===== config.mk =====
export PLATFORM = sky130hd
export DESIGN_NAME = memSubsystem
export DESIGN_NICKNAME = d
export VERILOG_FILES = /design/src/rtl/memPkg.sv /design/src/rtl/memIf.sv /design/src/rtl/memSubsystem.sv /design/src/rtl/byteRam.sv /design/src/rtl/byteSequencer.sv /design/src/rtl/memArbiter.sv
export SDC_FILE = /design/constraint.sdc
export NUM_CORES = 2
export LEC_CHECK = 0
export BUFFER_PORTS_ARGS = -buffer_cell sky130_fd_sc_hd__buf_2
export CAP_MARGIN = 20
export CORE_MARGIN = 2
export CORE_UTILIZATION = 45
export DETAILED_ROUTE_END_ITERATION = 12
export PLACE_DENSITY_LB_ADDON = 0.25
export REMOVE_ABC_BUFFERS = 1
export SKIP_CTS_REPAIR_TIMING = 1
export SYNTH_ARGS = -nofsm -noshare
export SYNTH_HDL_FRONTEND = slang
export SYNTH_SLANG_ARGS = --single-unit

===== constraint.sdc =====
create_clock -name clk -period 3.95 [get_ports clk]
set_input_delay 1.185 -clock clk [delete_from_list [all_inputs] [get_ports clk]]
set_output_delay 1.185 -clock clk [all_outputs]
set_load 0.05 [all_outputs]

===== src/rtl/memPkg.sv =====
package memPkg;

    // byte address and data word widths
    localparam int AddrWidth = 32;
    localparam int DataWidth = 32;

    typedef enum logic {
        opLoad,
        opStore
    } memOp;

    // number of bytes moved by one access
    typedef enum logic [1:0] {
        sizeByte,
        sizeHalf,
        sizeWord
    } accessSize;

    // stIdle waits for a request, stAddr walks the bytes,
    // stDone presents the completion
    typedef enum logic [1:0] {
        stIdle,
        stAddr,
        stDone
    } seqState;

endpackage

===== src/rtl/memIf.sv =====
`timescale 1ns/10ps

// one 32-bit access, arbiter towards sequencer
interface memReqIf;
    logic                          valid;
    logic                          ready;
    memPkg::memOp                  op;
    memPkg::accessSize             size;
    logic [memPkg::AddrWidth-1:0]  addr;
    logic [memPkg::DataWidth-1:0]  wdata;
    logic                          done;
    logic [memPkg::DataWidth-1:0]  rdata;

    modport requester (
        output valid, op, size, addr, wdata,
        input  ready, done, rdata
    );

    modport server (
        input  valid, op, size, addr, wdata,
        output ready, done, rdata
    );
endinterface

// byte-wide RAM port
interface ramPortIf;
    logic                          en;
    logic                          we;
    logic [memPkg::AddrWidth-1:0]  addr;
    logic [7:0]                    wdata;
    logic [7:0]                    rdata;

    modport master (
        output en, we, addr, wdata,
        input  rdata
    );

    modport slave (
        input  en, we, addr, wdata,
        output rdata
    );
endinterface


===== src/rtl/memSubsystem.sv =====
`timescale 1ns/10ps

module memSubsystem #(
    parameter int RamAddrBits = 8
) (
    input  logic                          clk,
    input  logic                          rst,
    input  logic                          hold,

    input  logic                          fetchValid,
    input  logic [memPkg::AddrWidth-1:0]  fetchAddr,
    output logic                          fetchReady,
    output logic                          fetchDone,
    output logic [memPkg::DataWidth-1:0]  fetchInst,

    input  logic                          dataValid,
    input  memPkg::memOp                  dataOp,
    input  memPkg::accessSize             dataSize,
    input  logic [memPkg::AddrWidth-1:0]  dataAddr,
    input  logic [memPkg::DataWidth-1:0]  dataWdata,
    output logic                          dataReady,
    output logic                          dataDone,
    output logic [memPkg::DataWidth-1:0]  dataRdata
);
    memReqIf  reqBus ();
    ramPortIf ramBus ();

    memArbiter arbiter (
        .clk        (clk),
        .rst        (rst),
        .fetchValid (fetchValid),
        .fetchAddr  (fetchAddr),
        .fetchReady (fetchReady),
        .fetchDone  (fetchDone),
        .fetchInst  (fetchInst),
        .dataValid  (dataValid),
        .dataOp     (dataOp),
        .dataSize   (dataSize),
        .dataAddr   (dataAddr),
        .dataWdata  (dataWdata),
        .dataReady  (dataReady),
        .dataDone   (dataDone),
        .dataRdata  (dataRdata),
        .req        (reqBus.requester)
    );

    byteSequencer sequencer (
        .clk  (clk),
        .rst  (rst),
        .hold (hold),
        .req  (reqBus.server),
        .ram  (ramBus.master)
    );

    byteRam #(
        .AddrBits (RamAddrBits)
    ) ram (
        .clk  (clk),
        .port (ramBus.slave)
    );

endmodule


===== src/rtl/byteRam.sv =====
`timescale 1ns/10ps

module byteRam #(
    parameter int AddrBits = 8
) (
    input  logic     clk,
    ramPortIf.slave  port
);
    logic [7:0] mem [0:(1 << AddrBits) - 1];
    logic [AddrBits-1:0] index;

    // upper address bits are ignored
    assign index = port.addr[AddrBits-1:0];

    always_ff @(posedge clk) begin
        if (port.en) begin
            if (port.we) begin
                mem[index] <= port.wdata;
            end else begin
                port.rdata <= mem[index];
            end
        end
    end

endmodule


===== src/rtl/byteSequencer.sv =====
`timescale 1ns/10ps

module byteSequencer (
    input  logic      clk,
    input  logic      rst,
    input  logic      hold,
    memReqIf.server   req,
    ramPortIf.master  ram
);
    memPkg::seqState               state;
    memPkg::memOp                  opReg;
    memPkg::accessSize             sizeReg;
    logic [memPkg::AddrWidth-1:0]  baseReg;
    logic [memPkg::DataWidth-1:0]  wdataReg;
    logic [memPkg::DataWidth-1:0]  assembly;
    logic [2:0]                    cnt;
    logic [2:0]                    byteCount;
    logic [1:0]                    laneIn;
    logic                          accept;
    logic                          isLoad;
    logic                          issuing;
    logic                          finalStep;

    always_comb begin
        case (sizeReg)
            memPkg::sizeByte: byteCount = 3'd1;
            memPkg::sizeHalf: byteCount = 3'd2;
            default:          byteCount = 3'd4;
        endcase
    end

    assign accept = req.valid && req.ready;
    assign isLoad = (opReg == memPkg::opLoad);

    // byte arriving now was addressed on the previous step
    assign laneIn = cnt[1:0] - 2'd1;

    assign issuing = (state == memPkg::stAddr) && (cnt != byteCount);

    // loads need one extra step to collect the last byte
    assign finalStep = isLoad ? (cnt == byteCount) : (cnt == byteCount - 3'd1);

    assign req.ready = (state == memPkg::stIdle) && !hold;
    assign req.done  = (state == memPkg::stDone) && !hold;
    assign req.rdata = assembly;

    assign ram.en    = issuing && !hold;
    assign ram.we    = !isLoad;
    assign ram.addr  = baseReg + {{(memPkg::AddrWidth - 3){1'b0}}, cnt};
    assign ram.wdata = wdataReg[8*cnt[1:0] +: 8];

    always_ff @(posedge clk) begin
        if (rst) begin
            state <= memPkg::stIdle;
            cnt   <= '0;
        end else if (!hold) begin
            case (state)
                memPkg::stIdle: begin
                    if (accept) begin
                        state <= memPkg::stAddr;
                        cnt   <= '0;
                    end
                end
                memPkg::stAddr: begin
                    cnt <= cnt + 3'd1;
                    if (finalStep) begin
                        state <= memPkg::stDone;
                    end
                end
                memPkg::stDone: state <= memPkg::stIdle;
                default:        state <= memPkg::stIdle;
            endcase
        end
    end

    // request fields and the load word being built
    always_ff @(posedge clk) begin
        if (accept) begin
            opReg    <= req.op;
            sizeReg  <= req.size;
            baseReg  <= req.addr;
            wdataReg <= req.wdata;
            // cleared lanes give the zero extension
            assembly <= '0;
        end else if ((state == memPkg::stAddr) && !hold && isLoad && (cnt != 3'd0)) begin
            assembly[8*laneIn +: 8] <= ram.rdata;
        end
    end

    assert property (@(posedge clk) disable iff (rst)
        (state == memPkg::stIdle) |-> !ram.en);

    assert property (@(posedge clk) disable iff (rst)
        (state != memPkg::stIdle) |-> !req.ready);

endmodule


===== src/rtl/memArbiter.sv =====
`timescale 1ns/10ps

module memArbiter (
    input  logic                          clk,
    input  logic                          rst,

    input  logic                          fetchValid,
    input  logic [memPkg::AddrWidth-1:0]  fetchAddr,
    output logic                          fetchReady,
    output logic                          fetchDone,
    output logic [memPkg::DataWidth-1:0]  fetchInst,

    input  logic                          dataValid,
    input  memPkg::memOp                  dataOp,
    input  memPkg::accessSize             dataSize,
    input  logic [memPkg::AddrWidth-1:0]  dataAddr,
    input  logic [memPkg::DataWidth-1:0]  dataWdata,
    output logic                          dataReady,
    output logic                          dataDone,
    output logic [memPkg::DataWidth-1:0]  dataRdata,

    memReqIf.requester                    req
);
    memPkg::seqState grantPhase;
    logic            grantData;
    logic            pickData;

    // data port wins when both ask while idle
    assign pickData = (grantPhase == memPkg::stIdle) ? dataValid : grantData;

    assign req.valid = (grantPhase == memPkg::stIdle) && (dataValid || fetchValid);
    // a fetch goes out as a word load
    assign req.op    = pickData ? dataOp : memPkg::opLoad;
    assign req.size  = pickData ? dataSize : memPkg::sizeWord;
    assign req.addr  = pickData ? dataAddr : fetchAddr;
    assign req.wdata = pickData ? dataWdata : '0;

    assign dataReady  = req.ready && (grantPhase == memPkg::stIdle);
    assign fetchReady = req.ready && (grantPhase == memPkg::stIdle) && !dataValid;

    // completions only reach the granted port
    assign dataDone  = req.done && (grantPhase == memPkg::stAddr) && grantData;
    assign fetchDone = req.done && (grantPhase == memPkg::stAddr) && !grantData;
    assign dataRdata = grantData ? req.rdata : '0;
    assign fetchInst = grantData ? '0 : req.rdata;

    always_ff @(posedge clk) begin
        if (rst) begin
            grantPhase <= memPkg::stIdle;
            grantData  <= 1'b0;
        end else begin
            case (grantPhase)
                memPkg::stIdle: begin
                    if (req.valid && req.ready) begin
                        grantPhase <= memPkg::stAddr;
                        grantData  <= pickData;
                    end
                end
                memPkg::stAddr: begin
                    if (req.done) begin
                        grantPhase <= memPkg::stIdle;
                    end
                end
                default: grantPhase <= memPkg::stIdle;
            endcase
        end
    end

    assert property (@(posedge clk) disable iff (rst) !(fetchDone && dataDone));

    // sequencer completes only an access this arbiter handed over
    assert property (@(posedge clk) disable iff (rst)
        req.done |-> grantPhase == memPkg::stAddr);

endmodule


==> out/results.ini <==
[worst_setup_path]
crit_fanout=6
reg2reg_slack_ps=-70
r2r-start=sequencer.baseReg[0]$_DFFE_PP_
path_cells=ha_4 > fa_4 > buf_12 > buf_12 > mux4_2 > mux4_2 > a22o_1 > o41ai_2 > buf_4 > nand4_1
setup.worst_path.end_class=register
reg2reg_to=ram.port.rdata[2]$_DFFE_PP_
worstSetupPathType=reg2reg
worstPathRequired_ps=4530
worst_r2r_path_depth=10
start_kind=register
max_stage_delay_ps=870
cpMaxStageDelayCell=fa_4
critPathArrivalTime_ps=4610

[timing]
slew_headroom_pct=28.7
max_freq_mhz=248
setup_violations=4
worst_slack_ps=-74.9
period_minus_slack_ps=4020
hold_viol_final=0
tns_ps=-117
max_slew.worst_pin.slew_ps=1070
rsz0062_at_grt=true
fin_worst_skew_ps=66.0
min_period_over_period_pct=102
slew_violations=0

[pwr]
p_leak_nw=33.5
power_frac_seq_pct=50.6
switchingPower_mw=11.9
powerDensity_nw_per_um2=502
switching_share_pct=23.7
pwr-share-clk_pct=38.0
p_int_mw=38.4
ir_drop_uv=493
p_total_mw=50.3
p_comb_share_pct=11.4

[clock_network]
tritoncts=done
clkTransAtPathRegs_ps=60
root_buffer=clkbuf_16
cts_num_sinks=2138
cts_buffers=208
clk_path_buf_depth=3
clk-insertion-delay-late_ps=870
cts.htree.levels=4

[worst_hold_path]
holdCritStartpoint=sequencer.req.rdata[7]$_SDFFE_PP0P_
min_to=sequencer.req.rdata[7]$_SDFFE_PP0P_
hold_path.class=reg2reg
whs_path_depth=2

[synthesis]
synth-adder-area-share_pct=0.172
synth-compound-area-share_pct=2.19
synthCells=4280
yosysWarnings=0
syn_avg_cell_area_um2=19.7
synth_xor_area_share_pct=0.0727
ys_seq_area_share_pct=75.6
muxShareOfSynthArea_pct=15.1
synth_cell_types=72
synth_top_family_by_area=multiplexers
synth.cell_area_um2=84400
synth-async-reset-ratio_pct=0
synth-seq-cells=2138
synth-edff-count=2099
yosys.area_share.simple_pct=5.14
synth-main-ff-cell=edfxtp_1

[grt]
grt_pass1_wl_um=314000
globalRouteMet3Util_pct=3.66
grt.met2_usage_pct=36.1
grt_max_degree=169
use_met1_pct=32.5
grt_pass1_vias=44024
gr-total-overflow=0
busiest_layer=met2
grt_antenna_before_repair=2
grt_usage_pct=22.8

[floorplanning]
fp.dieH_um=437
fp.dieW_um=437
rows=158
coreArea_um2=186000
initial_core_util_pct=45.4
fp.dieArea_um2=191000
ios=172

[cells_and_area]
final_cell_mix=edfxtp_1 (2099), buf_4 (614), mux4_2 (511)
final_common_cell=edfxtp_1
n_fill_cell=14371
layout-drive-gt1-share_pct=33.3
nets=5159
postLayoutCoreUtil_pct=54.0
instances_no_fill=7692
area_delta_synth_final_pct=18.9

[flow_run]
drv_cap=0

[detailed_routing]
post_drt_wl_per_cell_um=28.6
drt_first_pass_iters=6
dr.first_iter.drc_count=5457
drc_errors=0
drtAntennaViolNets=0
wirelength_um=220000
vias=44603
via_per_inst=5.80

[outcome]
status=finished with violations
violations=negative setup slack

[placed_design]
place_inst=7277
gp_congestion=0.864
port_buffers=123
dp_hpwl_um=139000

-- stage by stage --
stage	worst slack, ps	instance area, µm²	hold WS, ps
after floorplan	-16830	83000	436
after global placement	-527	92900	466
after detailed placement	-538	92900	475
after CTS	-556	99400	484
after global routing	-167	100000	503
final	-74.9	100000	487
-- cell usage after synthesis, drive strengths merged (8+ instances only) --
cell type	n	area (µm²)
o41ai	16	148
and3	65	407
ha	10	125
nand3	19	95.1
edfxtp	2099	63000
a21oi	75	390
nand2b	15	93.8
o21ai	21	105
or3	19	119
mux2	8	90.1
nand4	17	106
mux2i	99	991
buf	180	992
nor2	305	1150
nor3	41	205
a211oi	28	210
dfxtp	39	781
and2	39	244
nor4	16	100
nand2	315	1180
o22ai	42	263
or2	10	62.6
nor2b	74	463
a311oi	43	377
clkbuf	101	382
mux4	519	11700
-- state kept, by name (all words and copies together) (netlist names) --
| signal | count |
|---|---|
| ram.port.rdata | 8 |
| ram.mem | 2048 |
| sequencer.ram.we | 1 |
| sequencer.state | 2 |
| sequencer.cnt | 3 |
| sequencer.req.rdata | 32 |
| arbiter.grantPhase | 1 |
| sequencer.wdataReg | 32 |
| arbiter.grantData | 1 |
| sequencer.baseReg | 8 |
| sequencer.sizeReg | 2 |
-- per-layer routing --
metal / wire length [µm] / part of all wire [%]
met5: 13 / 0.0059
met3: 17400 / 7.9
met2: 106000 / 48
met1: 89700 / 41
met4: 6550 / 3.0
-- kinds of logic (layout without fill, tap and decap cells) --
family | Yosys count | in the layout
compound gates | 266 | 266
xor+xnor | 7 | 7
fa+ha+maj | 11 | 11
buf+inv | 285 | 1216
flops | 2138 | 2138
mux | 626 | 626
other cells | 0 | 1
simple gates | 947 | 947
-- critical path: cells and delay by family, from the launching register on --
| family | cells | cell delay [ps] |
|---|---|---|
| fa+ha+maj | 2 | 1070 |
| mux | 2 | 1050 |
| compound gates | 2 | 620 |
| buf+inv | 3 | 510 |
| flops | 1 | 410 |
| simple gates | 1 | 90 |
-- power by group through the flow --
stage / Sequential [mW] / Clock [mW] / Combinational (mW)
floorplan: 26.0 / 0 / 4.98
finish: 25.5 / 19.2 / 5.72
global placement: 25.9 / 0 / 5.46
detailed placement: 25.9 / 0 / 5.52
global route: 25.5 / 20.3 / 6.04
CTS: 25.5 / 19.5 / 5.54
-- layout make-up --
type	instances	area (µm²)	area share [%]
well taps	2480	3100	3.09
multi-input cells	1857	19700	19.7
flip-flops and latches	2138	63800	63.6
clock buffers	261	5460	5.44
repair buffers	835	7140	7.11
clock inverters	116	1080	1.08
inverters	4	15.0	0.0150
diodes	1	2.50	0.00249
-- worst max-delay path by stage --
stage | cells after the start | to | start
2_1_floorplan | 5 | ram.mem[107][0]$_DFFE_PP_ | sequencer.cnt[0]$_SDFFE_PP0P_
3_3_place_gp | 12 | ram.port.rdata[2]$_DFFE_PP_ | sequencer.baseReg[0]$_DFFE_PP_
3_5_place_dp | 12 | ram.port.rdata[2]$_DFFE_PP_ | sequencer.baseReg[0]$_DFFE_PP_
4_1_cts | 12 | ram.port.rdata[2]$_DFFE_PP_ | sequencer.baseReg[0]$_DFFE_PP_
5_1_grt | 10 | ram.port.rdata[2]$_DFFE_PP_ | sequencer.baseReg[0]$_DFFE_PP_
6_report | 10 | ram.port.rdata[2]$_DFFE_PP_ | sequencer.baseReg[0]$_DFFE_PP_
No activity file was read; power rests on OpenSTA's default activity.
